===== config.mk =====
export PLATFORM = sky130hd
export DESIGN_NAME = merge_tree_top
export DESIGN_NICKNAME = d
export VERILOG_FILES = /design/src/merge_pkg.sv /design/src/merge_2x1_seq.sv /design/src/merge_cmd_decode.sv /design/src/merge_credit_out.sv /design/src/merge_lane_buffer.sv /design/src/merge_tree_top.sv
export VERILOG_INCLUDE_DIRS = /design/src
export SDC_FILE = /design/constraint.sdc
export NUM_CORES = 1
export LEC_CHECK = 0
export BUFFER_PORTS_ARGS = -buffer_cell sky130_fd_sc_hd__buf_2
export CAP_MARGIN = 5
export CORE_MARGIN = 1.5
export CORE_UTILIZATION = 58
export CTS_CLUSTER_SIZE = 14
export DETAILED_ROUTE_END_ITERATION = 10
export PLACE_DENSITY = 0.77
export SLEW_MARGIN = 5
export SYNTH_ARGS = -nofsm -noshare
export SYNTH_HDL_FRONTEND = slang
export SYNTH_SLANG_ARGS = --single-unit

===== constraint.sdc =====
create_clock -name clk -period 4.1 [get_ports clk]
set_input_delay 1.025 -clock clk [delete_from_list [all_inputs] [get_ports clk]]
set_output_delay 1.025 -clock clk [all_outputs]
set_load 0.01 [all_outputs]

===== src/merge_defines.svh =====
`ifndef MERGE_DEFINES_SVH
`define MERGE_DEFINES_SVH

// payload width of one merged word
`define MERGE_DATA_WIDTH 32

// source-lane tag with one bit per tree level
`define MERGE_TAG_WIDTH 2

// entries per lane buffer
// also the credits each source holds after reset
`define MERGE_LANE_DEPTH 2

// downstream credits after reset
`define MERGE_OUT_CREDITS 4

// wide enough to hold the full output pool
`define MERGE_CREDIT_WIDTH 3

`endif


===== src/merge_pkg.sv =====
`default_nettype none

package merge_pkg;

    //////////////////////////////////////////////////////////////////////
    // command opcodes
    //////////////////////////////////////////////////////////////////////

    typedef enum logic [1:0]
    {
        CMD_ROUND_ROBIN = 2'd0,
        CMD_PRIO_LOW    = 2'd1,
        CMD_PRIO_HIGH   = 2'd2,
        CMD_HOLD        = 2'd3
    } merge_cmd_e;

    //////////////////////////////////////////////////////////////////////
    // arbitration modes seen by every switch
    //////////////////////////////////////////////////////////////////////

    typedef enum logic [1:0]
    {
        MODE_LAST_SERVED = 2'd0,
        MODE_FIX_LOW     = 2'd1,
        MODE_FIX_HIGH    = 2'd2,
        // switches take nothing and keep their pointers
        MODE_HOLD        = 2'd3
    } merge_mode_e;

endpackage

`default_nettype wire


===== src/merge_2x1_seq.sv =====
`timescale 1ns/10ps
`default_nettype none

`include "merge_defines.svh"

module merge_2x1_seq #(
    parameter int  TAG_IN_WIDTH   = 0,
    localparam int TAG_PORT_WIDTH = (TAG_IN_WIDTH > 0) ? TAG_IN_WIDTH : 1
) (
    input  logic                         clk,
    input  logic                         i_reset,
    input  merge_pkg::merge_mode_e       i_mode,
    input  logic [1:0]                   i_valid,
    input  logic [`MERGE_DATA_WIDTH-1:0] i_data_low,
    input  logic [`MERGE_DATA_WIDTH-1:0] i_data_high,
    input  logic [TAG_PORT_WIDTH-1:0]    i_tag_low,
    input  logic [TAG_PORT_WIDTH-1:0]    i_tag_high,
    input  logic                         i_accept,
    output logic [1:0]                   o_accept,
    output logic                         o_valid,
    output logic [`MERGE_DATA_WIDTH-1:0] o_data,
    output logic [TAG_IN_WIDTH:0]        o_tag
);

    import merge_pkg::*;

    logic                         r_valid;
    logic [`MERGE_DATA_WIDTH-1:0] r_data;
    logic [TAG_IN_WIDTH:0]        r_tag;
    // 1 = high branch served last
    logic                         r_last_high;
    logic                         w_pick_high;
    logic                         w_room;
    logic                         w_load;
    logic [`MERGE_DATA_WIDTH-1:0] w_sel_data;
    logic [TAG_PORT_WIDTH-1:0]    w_sel_tag;
    logic [TAG_IN_WIDTH:0]        w_next_tag;

    //////////////////////////////////////////////////////////////////////
    // arbiter
    //////////////////////////////////////////////////////////////////////

    always_comb
    begin
        case (i_mode)
            // the branch not served last wins a tie
            MODE_LAST_SERVED: w_pick_high = (&i_valid) ? ~r_last_high : i_valid[1];
            MODE_FIX_LOW:     w_pick_high = ~i_valid[0];
            MODE_FIX_HIGH:    w_pick_high = i_valid[1];
            default:          w_pick_high = 1'b0;
        endcase
    end

    // register empty or draining this cycle
    assign w_room = (i_mode != MODE_HOLD) && (!r_valid || i_accept);
    assign w_load = w_room && (|i_valid);

    // grant only to the winning branch
    assign o_accept = {w_load & w_pick_high, w_load & ~w_pick_high};

    assign w_sel_data = w_pick_high ? i_data_high : i_data_low;
    assign w_sel_tag  = w_pick_high ? i_tag_high : i_tag_low;

    // branch bit on top so the root tag reads as the lane number
    generate
        if (TAG_IN_WIDTH == 0)
        begin : g_leaf_tag
            assign w_next_tag = w_pick_high;
        end
        else
        begin : g_inner_tag
            assign w_next_tag = {w_pick_high, w_sel_tag};
        end
    endgenerate

    //////////////////////////////////////////////////////////////////////
    // output register
    //////////////////////////////////////////////////////////////////////

    always_ff @(posedge clk)
    begin
        if (w_load)
        begin
            r_data <= w_sel_data;
            r_tag  <= w_next_tag;
        end
    end

    always_ff @(posedge clk)
    begin
        if (i_reset)
        begin
            r_valid     <= 1'b0;
            // low branch wins first
            r_last_high <= 1'b1;
        end
        else
        begin
            if (w_load)
            begin
                r_valid <= 1'b1;
            end
            else if (i_accept)
            begin
                r_valid <= 1'b0;
            end
            // pointer only tracks grants in fair mode
            if (w_load && (i_mode == MODE_LAST_SERVED))
            begin
                r_last_high <= w_pick_high;
            end
        end
    end

    assign o_valid = r_valid;
    assign o_data  = r_data;
    assign o_tag   = r_tag;

endmodule

`default_nettype wire


===== src/merge_cmd_decode.sv =====
`timescale 1ns/10ps
`default_nettype none

module merge_cmd_decode (
    input  logic                    clk,
    input  logic                    i_reset,
    input  logic                    i_cmd_valid,
    input  merge_pkg::merge_cmd_e   i_cmd,
    output merge_pkg::merge_mode_e  o_mode
);

    import merge_pkg::*;

    merge_mode_e r_mode;

    //////////////////////////////////////////////////////////////////////
    // each opcode maps to a mode held until the next command
    //////////////////////////////////////////////////////////////////////

    always_ff @(posedge clk)
    begin
        if (i_reset)
        begin
            // tree comes up enabled in fair arbitration
            r_mode <= MODE_LAST_SERVED;
        end
        else if (i_cmd_valid)
        begin
            case (i_cmd)
                CMD_ROUND_ROBIN: r_mode <= MODE_LAST_SERVED;
                CMD_PRIO_LOW:    r_mode <= MODE_FIX_LOW;
                CMD_PRIO_HIGH:   r_mode <= MODE_FIX_HIGH;
                // hold doubles as the tree disable
                CMD_HOLD:        r_mode <= MODE_HOLD;
                default:         r_mode <= r_mode;
            endcase
        end
    end

    // same mode fans out to all three switches
    assign o_mode = r_mode;

endmodule

`default_nettype wire


===== src/merge_credit_out.sv =====
`timescale 1ns/10ps
`default_nettype none

`include "merge_defines.svh"

module merge_credit_out (
    input  logic                         clk,
    input  logic                         i_reset,
    input  logic                         i_valid,
    input  logic [`MERGE_DATA_WIDTH-1:0] i_data,
    input  logic [`MERGE_TAG_WIDTH-1:0]  i_tag,
    input  logic                         i_out_credit,
    output logic                         o_accept,
    output logic                         o_valid,
    output logic [`MERGE_DATA_WIDTH-1:0] o_data,
    output logic [`MERGE_TAG_WIDTH-1:0]  o_tag
);

    logic                           r_full;
    logic [`MERGE_DATA_WIDTH-1:0]   r_data;
    logic [`MERGE_TAG_WIDTH-1:0]    r_tag;
    logic [`MERGE_CREDIT_WIDTH-1:0] r_credit_cnt;
    logic                           w_load;

    // issue on the first cycle a credit is there
    assign o_valid  = r_full && (r_credit_cnt != '0);
    // refill behind the word leaving now
    assign o_accept = !r_full || o_valid;
    assign w_load   = i_valid && o_accept;

    always_ff @(posedge clk)
    begin
        if (w_load)
        begin
            r_data <= i_data;
            r_tag  <= i_tag;
        end
    end

    //////////////////////////////////////////////////////////////////////
    // holding flag and downstream credit pool
    //////////////////////////////////////////////////////////////////////

    always_ff @(posedge clk)
    begin
        if (i_reset)
        begin
            r_full       <= 1'b0;
            r_credit_cnt <= `MERGE_CREDIT_WIDTH'(`MERGE_OUT_CREDITS);
        end
        else
        begin
            if (w_load)
            begin
                r_full <= 1'b1;
            end
            else if (o_valid)
            begin
                r_full <= 1'b0;
            end
            // spend and return in one cycle cancel out
            case ({o_valid, i_out_credit})
                2'b10:   r_credit_cnt <= r_credit_cnt - `MERGE_CREDIT_WIDTH'(1);
                2'b01:   r_credit_cnt <= r_credit_cnt + `MERGE_CREDIT_WIDTH'(1);
                default: r_credit_cnt <= r_credit_cnt;
            endcase
        end
    end

    assign o_data = r_data;
    assign o_tag  = r_tag;

endmodule

`default_nettype wire


===== src/merge_lane_buffer.sv =====
`timescale 1ns/10ps
`default_nettype none

`include "merge_defines.svh"

module merge_lane_buffer (
    input  logic                         clk,
    input  logic                         i_reset,
    input  logic                         i_valid,
    input  logic [`MERGE_DATA_WIDTH-1:0] i_data,
    input  logic                         i_accept,
    output logic                         o_valid,
    output logic [`MERGE_DATA_WIDTH-1:0] o_data,
    output logic                         o_credit
);

    // pointers wrap on their own as the depth is a power of two
    localparam int PTR_W = $clog2(`MERGE_LANE_DEPTH);
    localparam int CNT_W = $clog2(`MERGE_LANE_DEPTH + 1);

    logic [`MERGE_DATA_WIDTH-1:0] r_mem [`MERGE_LANE_DEPTH];
    logic [PTR_W-1:0]             r_wr_ptr;
    logic [PTR_W-1:0]             r_rd_ptr;
    logic [CNT_W-1:0]             r_count;
    logic                         r_credit;
    logic                         w_pop;

    // head of queue always on the output
    assign o_valid  = (r_count != '0);
    assign o_data   = r_mem[r_rd_ptr];
    assign o_credit = r_credit;

    // word leaves when the switch grants this lane
    assign w_pop = o_valid && i_accept;

    // storage written on every source push
    always_ff @(posedge clk)
    begin
        if (i_valid)
        begin
            r_mem[r_wr_ptr] <= i_data;
        end
    end

    always_ff @(posedge clk)
    begin
        if (i_reset)
        begin
            r_wr_ptr <= '0;
            r_rd_ptr <= '0;
            r_count  <= '0;
            r_credit <= 1'b0;
        end
        else
        begin
            if (i_valid)
            begin
                r_wr_ptr <= r_wr_ptr + PTR_W'(1);
            end
            if (w_pop)
            begin
                r_rd_ptr <= r_rd_ptr + PTR_W'(1);
            end
            // push and pop together leave the count alone
            case ({i_valid, w_pop})
                2'b10:   r_count <= r_count + CNT_W'(1);
                2'b01:   r_count <= r_count - CNT_W'(1);
                default: r_count <= r_count;
            endcase
            // credit goes back one cycle after the pop
            r_credit <= w_pop;
        end
    end

endmodule

`default_nettype wire


===== src/merge_tree_top.sv =====
`timescale 1ns/10ps
`default_nettype none

`include "merge_defines.svh"

module merge_tree_top (
    input  logic                         clk,
    input  logic                         i_reset,
    input  logic                         i_cmd_valid,
    input  merge_pkg::merge_cmd_e        i_cmd,
    input  logic [3:0]                   i_lane_valid,
    input  logic [`MERGE_DATA_WIDTH-1:0] i_lane_data [4],
    input  logic                         i_out_credit,
    output logic [3:0]                   o_lane_credit,
    output logic                         o_valid,
    output logic [`MERGE_DATA_WIDTH-1:0] o_data,
    output logic [`MERGE_TAG_WIDTH-1:0]  o_tag
);

    import merge_pkg::*;

    merge_mode_e                  w_mode;
    logic [3:0]                   w_buf_valid;
    logic [3:0]                   w_buf_accept;
    logic [`MERGE_DATA_WIDTH-1:0] w_buf_data [4];
    // one bit per leaf
    logic [1:0]                   w_leaf_valid;
    logic [1:0]                   w_leaf_tag;
    logic [`MERGE_DATA_WIDTH-1:0] w_leaf_data [2];
    logic [1:0]                   w_root_accept;
    logic                         w_root_valid;
    logic [`MERGE_DATA_WIDTH-1:0] w_root_data;
    logic [`MERGE_TAG_WIDTH-1:0]  w_root_tag;
    logic                         w_out_accept;

    //////////////////////////////////////////////////////////////////////
    // lane buffers
    //////////////////////////////////////////////////////////////////////

    generate
        for (genvar l = 0; l < 4; l++)
        begin : g_lane
            merge_lane_buffer u_lane (
                .clk      (clk),
                .i_reset  (i_reset),
                .i_valid  (i_lane_valid[l]),
                .i_data   (i_lane_data[l]),
                .i_accept (w_buf_accept[l]),
                .o_valid  (w_buf_valid[l]),
                .o_data   (w_buf_data[l]),
                .o_credit (o_lane_credit[l])
            );
        end
    endgenerate

    merge_cmd_decode u_decode (
        .clk         (clk),
        .i_reset     (i_reset),
        .i_cmd_valid (i_cmd_valid),
        .i_cmd       (i_cmd),
        .o_mode      (w_mode)
    );

    //////////////////////////////////////////////////////////////////////
    // merge switches
    //////////////////////////////////////////////////////////////////////

    // leaves carry no tag in so their tag ports are tied low
    merge_2x1_seq #(.TAG_IN_WIDTH(0)) u_leaf0 (
        .clk         (clk),
        .i_reset     (i_reset),
        .i_mode      (w_mode),
        .i_valid     (w_buf_valid[1:0]),
        .i_data_low  (w_buf_data[0]),
        .i_data_high (w_buf_data[1]),
        .i_tag_low   (1'b0),
        .i_tag_high  (1'b0),
        .i_accept    (w_root_accept[0]),
        .o_accept    (w_buf_accept[1:0]),
        .o_valid     (w_leaf_valid[0]),
        .o_data      (w_leaf_data[0]),
        .o_tag       (w_leaf_tag[0])
    );

    merge_2x1_seq #(.TAG_IN_WIDTH(0)) u_leaf1 (
        .clk         (clk),
        .i_reset     (i_reset),
        .i_mode      (w_mode),
        .i_valid     (w_buf_valid[3:2]),
        .i_data_low  (w_buf_data[2]),
        .i_data_high (w_buf_data[3]),
        .i_tag_low   (1'b0),
        .i_tag_high  (1'b0),
        .i_accept    (w_root_accept[1]),
        .o_accept    (w_buf_accept[3:2]),
        .o_valid     (w_leaf_valid[1]),
        .o_data      (w_leaf_data[1]),
        .o_tag       (w_leaf_tag[1])
    );

    // root adds the upper lane bit
    merge_2x1_seq #(.TAG_IN_WIDTH(1)) u_root (
        .clk         (clk),
        .i_reset     (i_reset),
        .i_mode      (w_mode),
        .i_valid     (w_leaf_valid),
        .i_data_low  (w_leaf_data[0]),
        .i_data_high (w_leaf_data[1]),
        .i_tag_low   (w_leaf_tag[0]),
        .i_tag_high  (w_leaf_tag[1]),
        .i_accept    (w_out_accept),
        .o_accept    (w_root_accept),
        .o_valid     (w_root_valid),
        .o_data      (w_root_data),
        .o_tag       (w_root_tag)
    );

    merge_credit_out u_out (
        .clk          (clk),
        .i_reset      (i_reset),
        .i_valid      (w_root_valid),
        .i_data       (w_root_data),
        .i_tag        (w_root_tag),
        .i_out_credit (i_out_credit),
        .o_accept     (w_out_accept),
        .o_valid      (o_valid),
        .o_data       (o_data),
        .o_tag        (o_tag)
    );

endmodule

`default_nettype wire


Yosys cells after proc, flatten, opt, wreduce, memory -nomap -nowiden
Memory sizes are Yosys's and may differ from the RTL's. A register that Yosys moved wholly into a read port is not among the register bits. Index checks and enable logic that the tools add are counted.

$add $sub $neg: 18. Eq/ne operators: 16. Mux-type cells: 40. Bitwise operators: 15. Reduce and logical (&&, ||, !) cells: 45.

Operators with widths (number): $mux 32 (3); $mux 1 (28); $reduce_bool 2->1 (13); $eq 2x2->1 const B (8); $pmux 2 s2 (4); $logic_and 1x1->1 (15); $eq 2x1->1 const B (7); $not 1->1 (9); $pmux 1 s3 (3); $add 1x1->1 const B (8); $add 2x1->2 const B (4); $pmux 2 s4 (1); $sub 2x1->2 const B (4); $and 1x1->1 (6); $pmux 3 s2 (1); $reduce_and 2->1 (3); $reduce_or 2->1 (3); $logic_not 1->1 (4); $logic_not 2->1 (2); $logic_or 1x1->1 (4); $add 3x1->3 const B (1); $reduce_bool 3->1 (1); $sub 3x1->3 const B (1); $ne 2x2->1 const B (1).

Register bits: 166. RAM bits: 256. Bits of input ports: 138. Output and inout port bits: 39. Word-level logic and storage cells: 171. Memories: 4.

Memory list: g_lane[0].u_lane.r_mem (words 2, bits a word 32, rd ports 1, clocked after Yosys merged registers in 1, wr ports 1, RTL line merge_lane_buffer.sv:21) `` logic [`MERGE_DATA_WIDTH-1:0] r_mem [`MERGE_LANE_DEPTH]; ``; g_lane[1].u_lane.r_mem (words 2, bits a word 32, rd ports 1, clocked after Yosys merged registers in 1, wr ports 1, RTL line merge_lane_buffer.sv:21); g_lane[2].u_lane.r_mem (words 2, bits a word 32, rd ports 1, clocked after Yosys merged registers in 1, wr ports 1, RTL line merge_lane_buffer.sv:21); g_lane[3].u_lane.r_mem (words 2, bits a word 32, rd ports 1, clocked after Yosys merged registers in 1, wr ports 1, RTL line merge_lane_buffer.sv:21).

Logic depth before layout (Yosys ltp)
Gate-level depths: netlist of the first run.

Depth after elaboration: 14. Mapped depth: 10. Depth with buffers taken out: 9.

By module
A second synthesis of the first run with hierarchy kept.

Cell total of the unflattened synthesis: 820. Area total of the unflattened synthesis: 16415.7 um2.

By module, submodules not included: merge_lane_buffer (times used 4, cells each 125, area an instance 2539.9 um2, seq. area each 2042.0 um2); merge_2x1_seq (u_leaf0 ...) (times used 2, cells each 85, area an instance 1639.1 um2, seq. area each 1031.0 um2); merge_2x1_seq (u_root) (times used 1, cells each 87, area an instance 1681.6 um2, seq. area each 1061.0 um2); merge_credit_out (times used 1, cells each 56, area an instance 1224.9 um2, seq. area each 1101.1 um2); merge_cmd_decode (times used 1, cells each 6, area an instance 67.6 um2, seq. area each 40.0 um2); merge_tree_top (times used 1, cells each 1, area an instance 3.8 um2, seq. area each 0.0 um2).

Worst setup path before layout of the first run
OpenSTA, ideal clock, no wires.

Path kind: register -> register. Start point: reg u_out.r_credit_cnt[0]. End point: reg u_leaf1.r_data[0] (netlist: u_leaf1.o_data[0]), enable pin. Setup time: 0.464 ns. Data arrival time: 3.011 ns. Required time: 3.636 ns. Path slack: 0.625 ns. Stages on the path, launching flop included: 4. Buffers on the path: 0. Period minus slack after synthesis: 3.475 ns. Cells stage by stage: dfxtp_1 > nor4b_4 > and3_4 > nor3_1.

Word-level cells in the longest chain between the ends: 10.

Ends and longest elaborated chain: from (decl) (RTL line merge_credit_out.sv:22) `` logic [`MERGE_CREDIT_WIDTH-1:0] r_credit_cnt; ``; from (signal assigned) (RTL line merge_credit_out.sv:49) `` r_credit_cnt <= `MERGE_CREDIT_WIDTH'(`MERGE_OUT_CREDITS); ``; from (signal assigned) (RTL line merge_credit_out.sv:63) `` 2'b10: r_credit_cnt <= r_credit_cnt - `MERGE_CREDIT_WIDTH'(1); ``; from (signal assigned) (RTL line merge_credit_out.sv:64) `` 2'b01: r_credit_cnt <= r_credit_cnt + `MERGE_CREDIT_WIDTH'(1); ``; $reduce_bool 3->1 (RTL line merge_credit_out.sv:26) `assign o_valid = r_full && (r_credit_cnt != '0);`; $logic_and 1x1->1 (RTL line merge_credit_out.sv:26); $logic_or 1x1->1 (RTL line merge_credit_out.sv:28) `assign o_accept = !r_full || o_valid;`; $logic_or 1x1->1 (RTL line merge_2x1_seq.sv:55) `assign w_room = (i_mode != MODE_HOLD) && (!r_valid || i_accept);`; $logic_and 1x1->1 (RTL line merge_2x1_seq.sv:55); $logic_and 1x1->1 (RTL line merge_2x1_seq.sv:56) `assign w_load = w_room && (|i_valid);`; $and 1x1->1 (RTL line merge_2x1_seq.sv:59) `assign o_accept = {w_load & w_pick_high, w_load & ~w_pick_high};`; $logic_or 1x1->1 (RTL line merge_2x1_seq.sv:55); $logic_and 1x1->1 (RTL line merge_2x1_seq.sv:55); $logic_and 1x1->1 (RTL line merge_2x1_seq.sv:56); via u_leaf1.w_load (RTL line merge_2x1_seq.sv:34) `logic w_load;`; to (signal assigned) (RTL line merge_2x1_seq.sv:84) `r_data <= w_sel_data;`; to (decl) (RTL line merge_2x1_seq.sv:28) `` logic [`MERGE_DATA_WIDTH-1:0] r_data; ``.

The timed path passes the listed nets, and every way through them passes these cells. A chain may end at the register's enable or synchronous reset.

Worst setup path in the final report of the first run
Start point: reg u_decode.r_mode[0] (netlist: u_decode.o_mode[0]). End point: reg g_lane[1].u_lane.r_count[1].

Elaborated cells on any way between the ends: 19. Classes of those cells: eq/ne: 5; mux: 3; bitwise: 3; reduce/logical: 8.

RTL lines: from (decl) (RTL line merge_cmd_decode.sv:14) `merge_mode_e r_mode;`; from (signal assigned) (RTL line merge_cmd_decode.sv:35) `default: r_mode <= r_mode;`; $eq 2x2->1, or another cell as far along (RTL line merge_2x1_seq.sv:45) `case (i_mode)`; $pmux 1 s3 * (RTL line merge_2x1_seq.sv:45); via u_leaf0.w_next_tag (RTL line merge_2x1_seq.sv:37) `logic [TAG_IN_WIDTH:0] w_next_tag;`; $and 1x1->1 * (RTL line merge_2x1_seq.sv:59); $logic_and 1x1->1 * (RTL line merge_lane_buffer.sv:34) `assign w_pop = o_valid && i_accept;`; via g_lane[1].u_lane.w_pop (RTL line merge_lane_buffer.sv:26) `logic w_pop;`; $eq 2x1->1 / $eq 2x2->1 (equally long branches) (RTL line merge_lane_buffer.sv:65) `case ({i_valid, w_pop})`; $pmux 2 s2 / $reduce_bool 2->1 (equally long branches); to (signal assigned) (RTL line merge_lane_buffer.sv:66) `2'b10: r_count <= r_count + CNT_W'(1);`; to (signal assigned) (RTL line merge_lane_buffer.sv:67) `2'b01: r_count <= r_count - CNT_W'(1);`; to (signal assigned) (RTL line merge_lane_buffer.sv:68) `default: r_count <= r_count;`; to (decl) (RTL line merge_lane_buffer.sv:24) `logic [CNT_W-1:0] r_count;`.

The timed path passes the listed nets; every way through them passes the cells marked *.

==> out/qor.json, run 1 <==
{
  "number_of_logic_stages_on_the_critical_path_including_buffering": 8,
  "synth_nets": 1121,
  "clkTransAtPathRegs_ps": 60,
  "timing.reg2reg.worst_path_depth": 8,
  "design.core.area_um2": 26900,
  "post-cts-setup-buffers": 0,
  "max_slew_margin": 0.205,
  "die_w_um": 168,
  "tritoncts": "yes",
  "routedWlPerCell_um": 19.8,
  "route.top_layer_used": "met4",
  "flow.area_growth_from_synthesis_pct": 15.7,
  "fin_tns_setup_ps": 0,
  "cellPowerDensity_nw_per_um2": 716,
  "p_int_uw": 9140,
  "effective_utilization_at_floorplan": 0.589,
  "initial_antenna_violation_count": 1,
  "reg2reg_setup_slack_ps": 1540,
  "synth_enable_flop_cells": 390,
  "htree_levels": 2,
  "detailed_place_hpwl_um": 18500,
  "unrepaired_setup_endpoints_after_global_routing": "no",
  "drt_pre_antenna_iters": 5,
  "timing_worst_slew_pin_value_ps": 1190,
  "worst-path-max-fanout": 13,
  "share_of_cells_above_drive_strength_1": 0.224,
  "setup.worst_path.end_class": "flip-flop",
  "buffers_inverters_on_critical_path": 2,
  "post_synth_main_area_contributors": "sky130_fd_sc_hd__edfxtp_1, sky130_fd_sc_hd__dfxtp_1, sky130_fd_sc_hd__mux2i_1, sky130_fd_sc_hd__a211oi_1, sky130_fd_sc_hd__nor2b_1",
  "crit_path_cell_trace": "nor2b_1, o31ai_4, inv_1, o211ai_1, inv_1, ha_1, or3_1, a21oi_1",
  "cts_hold_buffers_added": 0,
  "ys_seq_elements": 426,
  "final_cell_count_no_fill": 1529,
  "synth_area_um2": 15800,
  "max_stage_delay_ps": 680,
  "crit_path_top_delay_cell": "sky130_fd_sc_hd__dfxtp_1",
  "tritoncts.num_buffers": 42,
  "power.switching_uw": 3970,
  "fin_crit_ps": 2560,
  "run_status": "finished clean",
  "synth_top_area_share": 0.740,
  "routed_wl_um": 30200,
  "hold_path_depth": 0,
  "worst_setup_path_startpoint": "u_decode.o_mode[0]",
  "dr.first_iter.drc_count": 828,
  "path_class": "reg2reg",
  "globalRoute.totalOverflow": 0,
  "cts-root-to-sink-buffers": 3,
  "top_cell_by_count_worst_path": "sky130_fd_sc_hd__inv_1",
  "cp.arrival_ps": 3020,
  "skew_ps": 23.9,
  "place.port_buffers": 176,
  "hold_viol_final": 0,
  "worst_hold_startpoint": "u_root.o_data[3]",
  "clock_sinks": 426,
  "timing.final.max_slew_violations": 0,
  "wl_met1_um": 12200,
  "avgViaCountPerCell": 5.62,
  "routed_antenna_nets": 0,
  "cp.required_ps": 4550,
  "synth_warnings": 0,
  "max_cap_viols": 0,
  "finalHoldWorstSlack_ps": 411,
  "dr_total_vias": 8600,
  "dieHeight_um": 168,
  "met2_wirelength_um": 15500,
  "netSwitchingFraction": 0.303,
  "final.period_utilization": 0.625,
  "dp_slack_ps": 1610,
  "final_nets": 1300,
  "num_rows": 60,
  "drc": 0,
  "endpoint": "g_lane[1].u_lane.r_count[1]",
  "wire_length_of_the_first_global_routing_pass_um": 45800,
  "vias_in_the_first_global_route": 8450,
  "yosysTopAreaCell": "sky130_fd_sc_hd__edfxtp_1",
  "root_buffer": "sky130_fd_sc_hd__clkbuf_16",
  "yosysUniqueCellTypes": 47,
  "leakage_uw": 0.00658,
  "critPathLaunchType": "flip-flop",
  "grt_start_max_net_pins": 67,
  "worst_ir_drop_vdd_v": 0.000366,
  "timing.final.ws_setup_ps": 1540,
  "maximum_frequency_from_static_timing_analysis_mhz": 390,
  "timing.rr.end": "g_lane[1].u_lane.r_count[1]",
  "track_usage": 0.216,
  "pwr-share-clk": 0.265,
  "timing.hold.worst.class": "reg2reg",
  "finalSetupViolCount": 0,
  "postSynth.asyncResetShare": 0,
  "route.met3.wl_um": 1760,
  "comb_power_share": 0.209,
  "worst_skew_pair.late_latency_ps": 530,
  "sequential_power_share": 0.526,
  "floorplan.die_area_um2": 28300,
  "placed_cells": 1453,
  "cell_family_contributing_the_most_delay_on_the_critical_path": "flip-flops",
  "reg2reg_from": "u_decode.o_mode[0]",
  "floorplan.io_pins": 177,
  "synthCells": 977,
  "synth-seq-area-share": 0.785,
  "place_congestion": 0.836,
  "cts_repair_resize_count": 0,
  "synth-main-ff-cell": "sky130_fd_sc_hd__edfxtp_1",
  "synthesized_area_per_cell_um2": 16.2
}
[cell type report]
cell class | count | area (um2)
antenna | 1 | 2.50
clock buffer | 58 | 1150
clock inverter | 17 | 88.8
fill | 1836 | 8560
inverter | 14 | 52.6
multi-input combinational | 485 | 3190
sequential | 426 | 12400
tap | 341 | 427
timing repair buffer | 187 | 963
[logic make-up after synthesis]
| logic type | count (synthesis) | synth area share |
|---|---|---|
| buf+inv | 66 | 0.0181 |
| xor+xnor | 17 | 0.00941 |
| flops | 426 | 0.785 |
| mux | 69 | 0.0438 |
| fa+ha+maj | 6 | 0.00522 |
| simple gates | 228 | 0.0704 |
| compound gates | 165 | 0.0677 |
[routing by layer]
metal	vias up	track usage
met1	4234	0.280
met5	-	0
met2	276	0.375
met4	0	0.0714
li1	4031	-
met3	59	0.0353
[cell usage after synthesis (3+ instances only)]
cell / count
sky130_fd_sc_hd__nand2_1: 105
sky130_fd_sc_hd__clkbuf_1: 30
sky130_fd_sc_hd__and2_1: 5
sky130_fd_sc_hd__ha_1: 5
sky130_fd_sc_hd__mux2i_1: 67
sky130_fd_sc_hd__xnor2_1: 9
sky130_fd_sc_hd__nor3_1: 3
sky130_fd_sc_hd__o31ai_1: 3
sky130_fd_sc_hd__a21oi_1: 74
sky130_fd_sc_hd__buf_2: 13
sky130_fd_sc_hd__xor2_1: 8
sky130_fd_sc_hd__dfxtp_1: 36
sky130_fd_sc_hd__a211oi_1: 64
sky130_fd_sc_hd__buf_1: 3
sky130_fd_sc_hd__inv_1: 13
sky130_fd_sc_hd__nor2b_1: 66
sky130_fd_sc_hd__or3_1: 7
sky130_fd_sc_hd__nor2_1: 33
sky130_fd_sc_hd__buf_4: 6
sky130_fd_sc_hd__edfxtp_1: 390
sky130_fd_sc_hd__o21ai_0: 8
[layout by cell type, fill, tap and decap left out, drive strengths merged, types with 2 or more instances in the layout]
cell	Yosys	final
mux2i	67	67
dfxtp	36	36
nor2	33	33
clkinv	0	13
inv	14	15
xnor2	9	9
a21oi	74	74
o21ai	8	8
or3	7	7
o211ai	3	3
clkinvlp	0	3
edfxtp	390	390
xor2	8	8
nand2	105	105
and2	5	5
ha	5	5
a21o	2	2
a211oi	64	64
nor2b	66	66
clkbuf	30	58
nor4b	2	2
buf	22	187
o31ai	3	3
mux2	2	2
nor3	4	4
[power by group through the flow]
stage	clock (uW)	combinational, uW	sequential, uW
finish	3480	2740	6890
global route	3700	3040	6990
CTS	3530	2780	6920
detailed placement	0	2750	7000
global placement	0	2670	6960
floorplan	0	2090	6570
[worst min-delay path by stage]
stage | slack (ps) | endpoint
finish | 410 | u_out.o_data[3]
CTS | 410 | u_out.o_data[3]
detailed placement | 410 | u_out.o_data[14]
global placement | 400 | u_out.o_data[2]
global route | 410 | u_out.o_data[3]
floorplan | 400 | u_out.o_data[0]
[stage by stage]
| step | utilization | area, um2 | power, uW |
|---|---|---|---|
| after floorplan | - | 15800 | 8670 |
| after global placement | 0.635 | 17100 | 9630 |
| after detailed placement | 0.635 | 17100 | 9750 |
| after CTS | 0.681 | 18300 | 13200 |
| after global routing | 0.681 | 18300 | 13700 |
| final | 0.681 | 18300 | 13100 |
[state kept, by name, summed over array words and instances, names as in the netlist, 3 cells and up, named ones only]
register and cells:
g_lane.u_lane.o_credit 4, g_lane.u_lane.r_count 8, g_lane.u_lane.r_mem 256, g_lane.u_lane.r_rd_ptr 4, g_lane.u_lane.r_wr_ptr 4, u_leaf0.o_data 32
u_leaf1.o_data 32, u_out.o_data 32, u_out.r_credit_cnt 3, u_root.o_data 32
Power figures use the tool's default switching activity.
==> run 2: changes to the inputs <==
CORE_UTILIZATION = 52   (was 58)
PLACE_DENSITY = 0.73   (was 0.77)
clock period = 2.2 ns   (was 4.1 ns; I/O delays follow)
==> run 2 against run 1 <==
  * Sequential power up 79%
  * Clock skew down 11 ps
  * Count of clock-buffer cells in the layout down 2
==> out/qor.json, run 2 (synthesis gave the netlist of run 1 again) <==
{
  "placed_cells": 1535,
  "routed_antenna_nets": 0,
  "initial_antenna_violation_count": 4,
  "leakage_uw": 0.00686,
  "detailed_place_hpwl_um": 19700,
  "final_cell_count_no_fill": 1613,
  "fin_crit_ps": 2170,
  "cp.required_ps": 2580,
  "routedWlPerCell_um": 19.6,
  "avgViaCountPerCell": 5.33,
  "worst-path-max-fanout": 5,
  "worst_ir_drop_vdd_v": 0.000781,
  "timing_worst_slew_pin_value_ps": 891,
  "finish.utilization": 0.637,
  "drt_pre_antenna_iters": 5,
  "flow.area_growth_from_synthesis_pct": 19.9,
  "vias_in_the_first_global_route": 8559,
  "effective_utilization_at_floorplan": 0.531,
  "place.port_buffers": 176,
  "final.period_utilization": 0.986,
  "cts-root-to-sink-buffers": 3,
  "cts_hold_buffers_added": 0,
  "clock_sinks": 426,
  "postLayoutCellArea_um2": 19000,
  "globalRoute.totalOverflow": 0,
  "dr_total_vias": 8604,
  "path_class": "reg2reg",
  "largest_register_ff_count": 256,
  "tritoncts": "yes",
  "track_usage": 0.201,
  "max_slew_margin": 0.399,
  "root_buffer": "sky130_fd_sc_hd__clkbuf_16",
  "hold_viol_final": 0,
  "max_cap_viols": 0,
  "floorplan.io_pins": 177,
  "dr.first_iter.drc_count": 630,
  "timing.hold.worst.class": "in2reg",
  "final_cell_mix": "sky130_fd_sc_hd__edfxtp_1, sky130_fd_sc_hd__buf_2, sky130_fd_sc_hd__nand2_1",
  "cp.arrival_ps": 2550,
  "setup.worst_path.end_class": "flip-flop",
  "cellPowerDensity_nw_per_um2": 1340,
  "share_of_cells_above_drive_strength_1": 0.256,
  "final_nets": 1338,
  "wire_length_of_the_first_global_routing_pass_um": 46900,
  "layout_commonest_cell": "sky130_fd_sc_hd__edfxtp_1",
  "grt_start_max_net_pins": 67,
  "skew_ps": 13.2,
  "finalSetupViolCount": 0,
  "run_status": "finished clean",
  "clkTransAtPathRegs_ps": 60,
  "die_w_um": 177,
  "htree_levels": 2,
  "num_rows": 63,
  "largest-register": "g_lane.u_lane.r_mem",
  "worst_skew_pair.late_latency_ps": 530,
  "floorplan.die_area_um2": 31500,
  "standard_cell_area_after_detailed_placement_um2": 17600,
  "routed_wl_um": 31500,
  "maximum_frequency_from_static_timing_analysis_mhz": 461,
  "unrepaired_setup_endpoints_after_global_routing": "yes",
  "fillers": 2168,
  "tritoncts.num_buffers": 43,
  "critPathLaunchType": "flip-flop",
  "timing.final.max_slew_violations": 0,
  "dieHeight_um": 177,
  "design.core.area_um2": 29800,
  "place_congestion": 0.844,
  "drc": 0
}
[run 2: final cells by class]
cell class	instances	area, um2	area share
flip-flops and latches	426	12400	0.655
multi-input cells	486	3270	0.172
repair buffers	223	1430	0.0751
clock buffers	56	1180	0.0620
well taps	390	488	0.0257
clock inverters	16	128	0.00672
inverters	14	52.6	0.00277
diodes	2	5.00	0.000264
[run 2: power breakdown]
group	total, uW	internal (uW)	switching, uW
Combinational	6320	2300	4020
Sequential	12300	11500	767
Clock	6790	3970	2820
Total	25400	17800	7610
[run 2: worst max-delay path, stage by stage, from the launching register on]
cell and delay, ps:
sky130_fd_sc_hd__dfxtp_1 430, sky130_fd_sc_hd__buf_4 160, sky130_fd_sc_hd__nor2b_1 300, sky130_fd_sc_hd__buf_4 200, sky130_fd_sc_hd__o31ai_1 70, sky130_fd_sc_hd__nor3_2 170
sky130_fd_sc_hd__ha_2 310, sky130_fd_sc_hd__buf_4 140, sky130_fd_sc_hd__o21ai_0 160, sky130_fd_sc_hd__a21oi_1 80
[run 2: repair_timing]
action / CTS / global route
setup buffers: 0 / 3
setup endpoints to repair: 1 / 41
resized for setup: 1 / 13
cloned: 0 / 1
pin swaps: 1 / 11
[run 2: final timing paths]
kind	start	to	slack, ps	depth (start not counted)
hold / removal	i_lane_data[73]	g_lane[1].u_lane.r_mem[1][9]	210	1
setup reg to reg	u_decode.o_mode[1]	g_lane[3].u_lane.r_count[1]	30	9
setup / recovery	u_decode.o_mode[1]	g_lane[3].u_lane.r_count[1]	30	9
hold reg to reg	u_root.o_data[10]	u_out.o_data[10]	410	0
[run 2: per-stage QoR]
step	TNS, ps	power, uW	setup WS, ps	hold WS, ps
final	0	25400	29.9	205
after global routing	-83.3	26700	-54.1	179
after CTS	0	25500	12.0	178
after detailed placement	-9.09	18700	-9.09	405
after global placement	0	18500	57.3	400
after floorplan	0	16100	7.60	400
[run 2: routing by layer]
metal	part of all wire	track usage	wire [um]	vias up
li1	-	-	-	4116
met1	0.41	0.247	12800	4206
met2	0.51	0.355	16200	213
met3	0.050	0.0409	1590	65
met4	0.028	0.0648	876	4
met5	0.00082	0	26	-
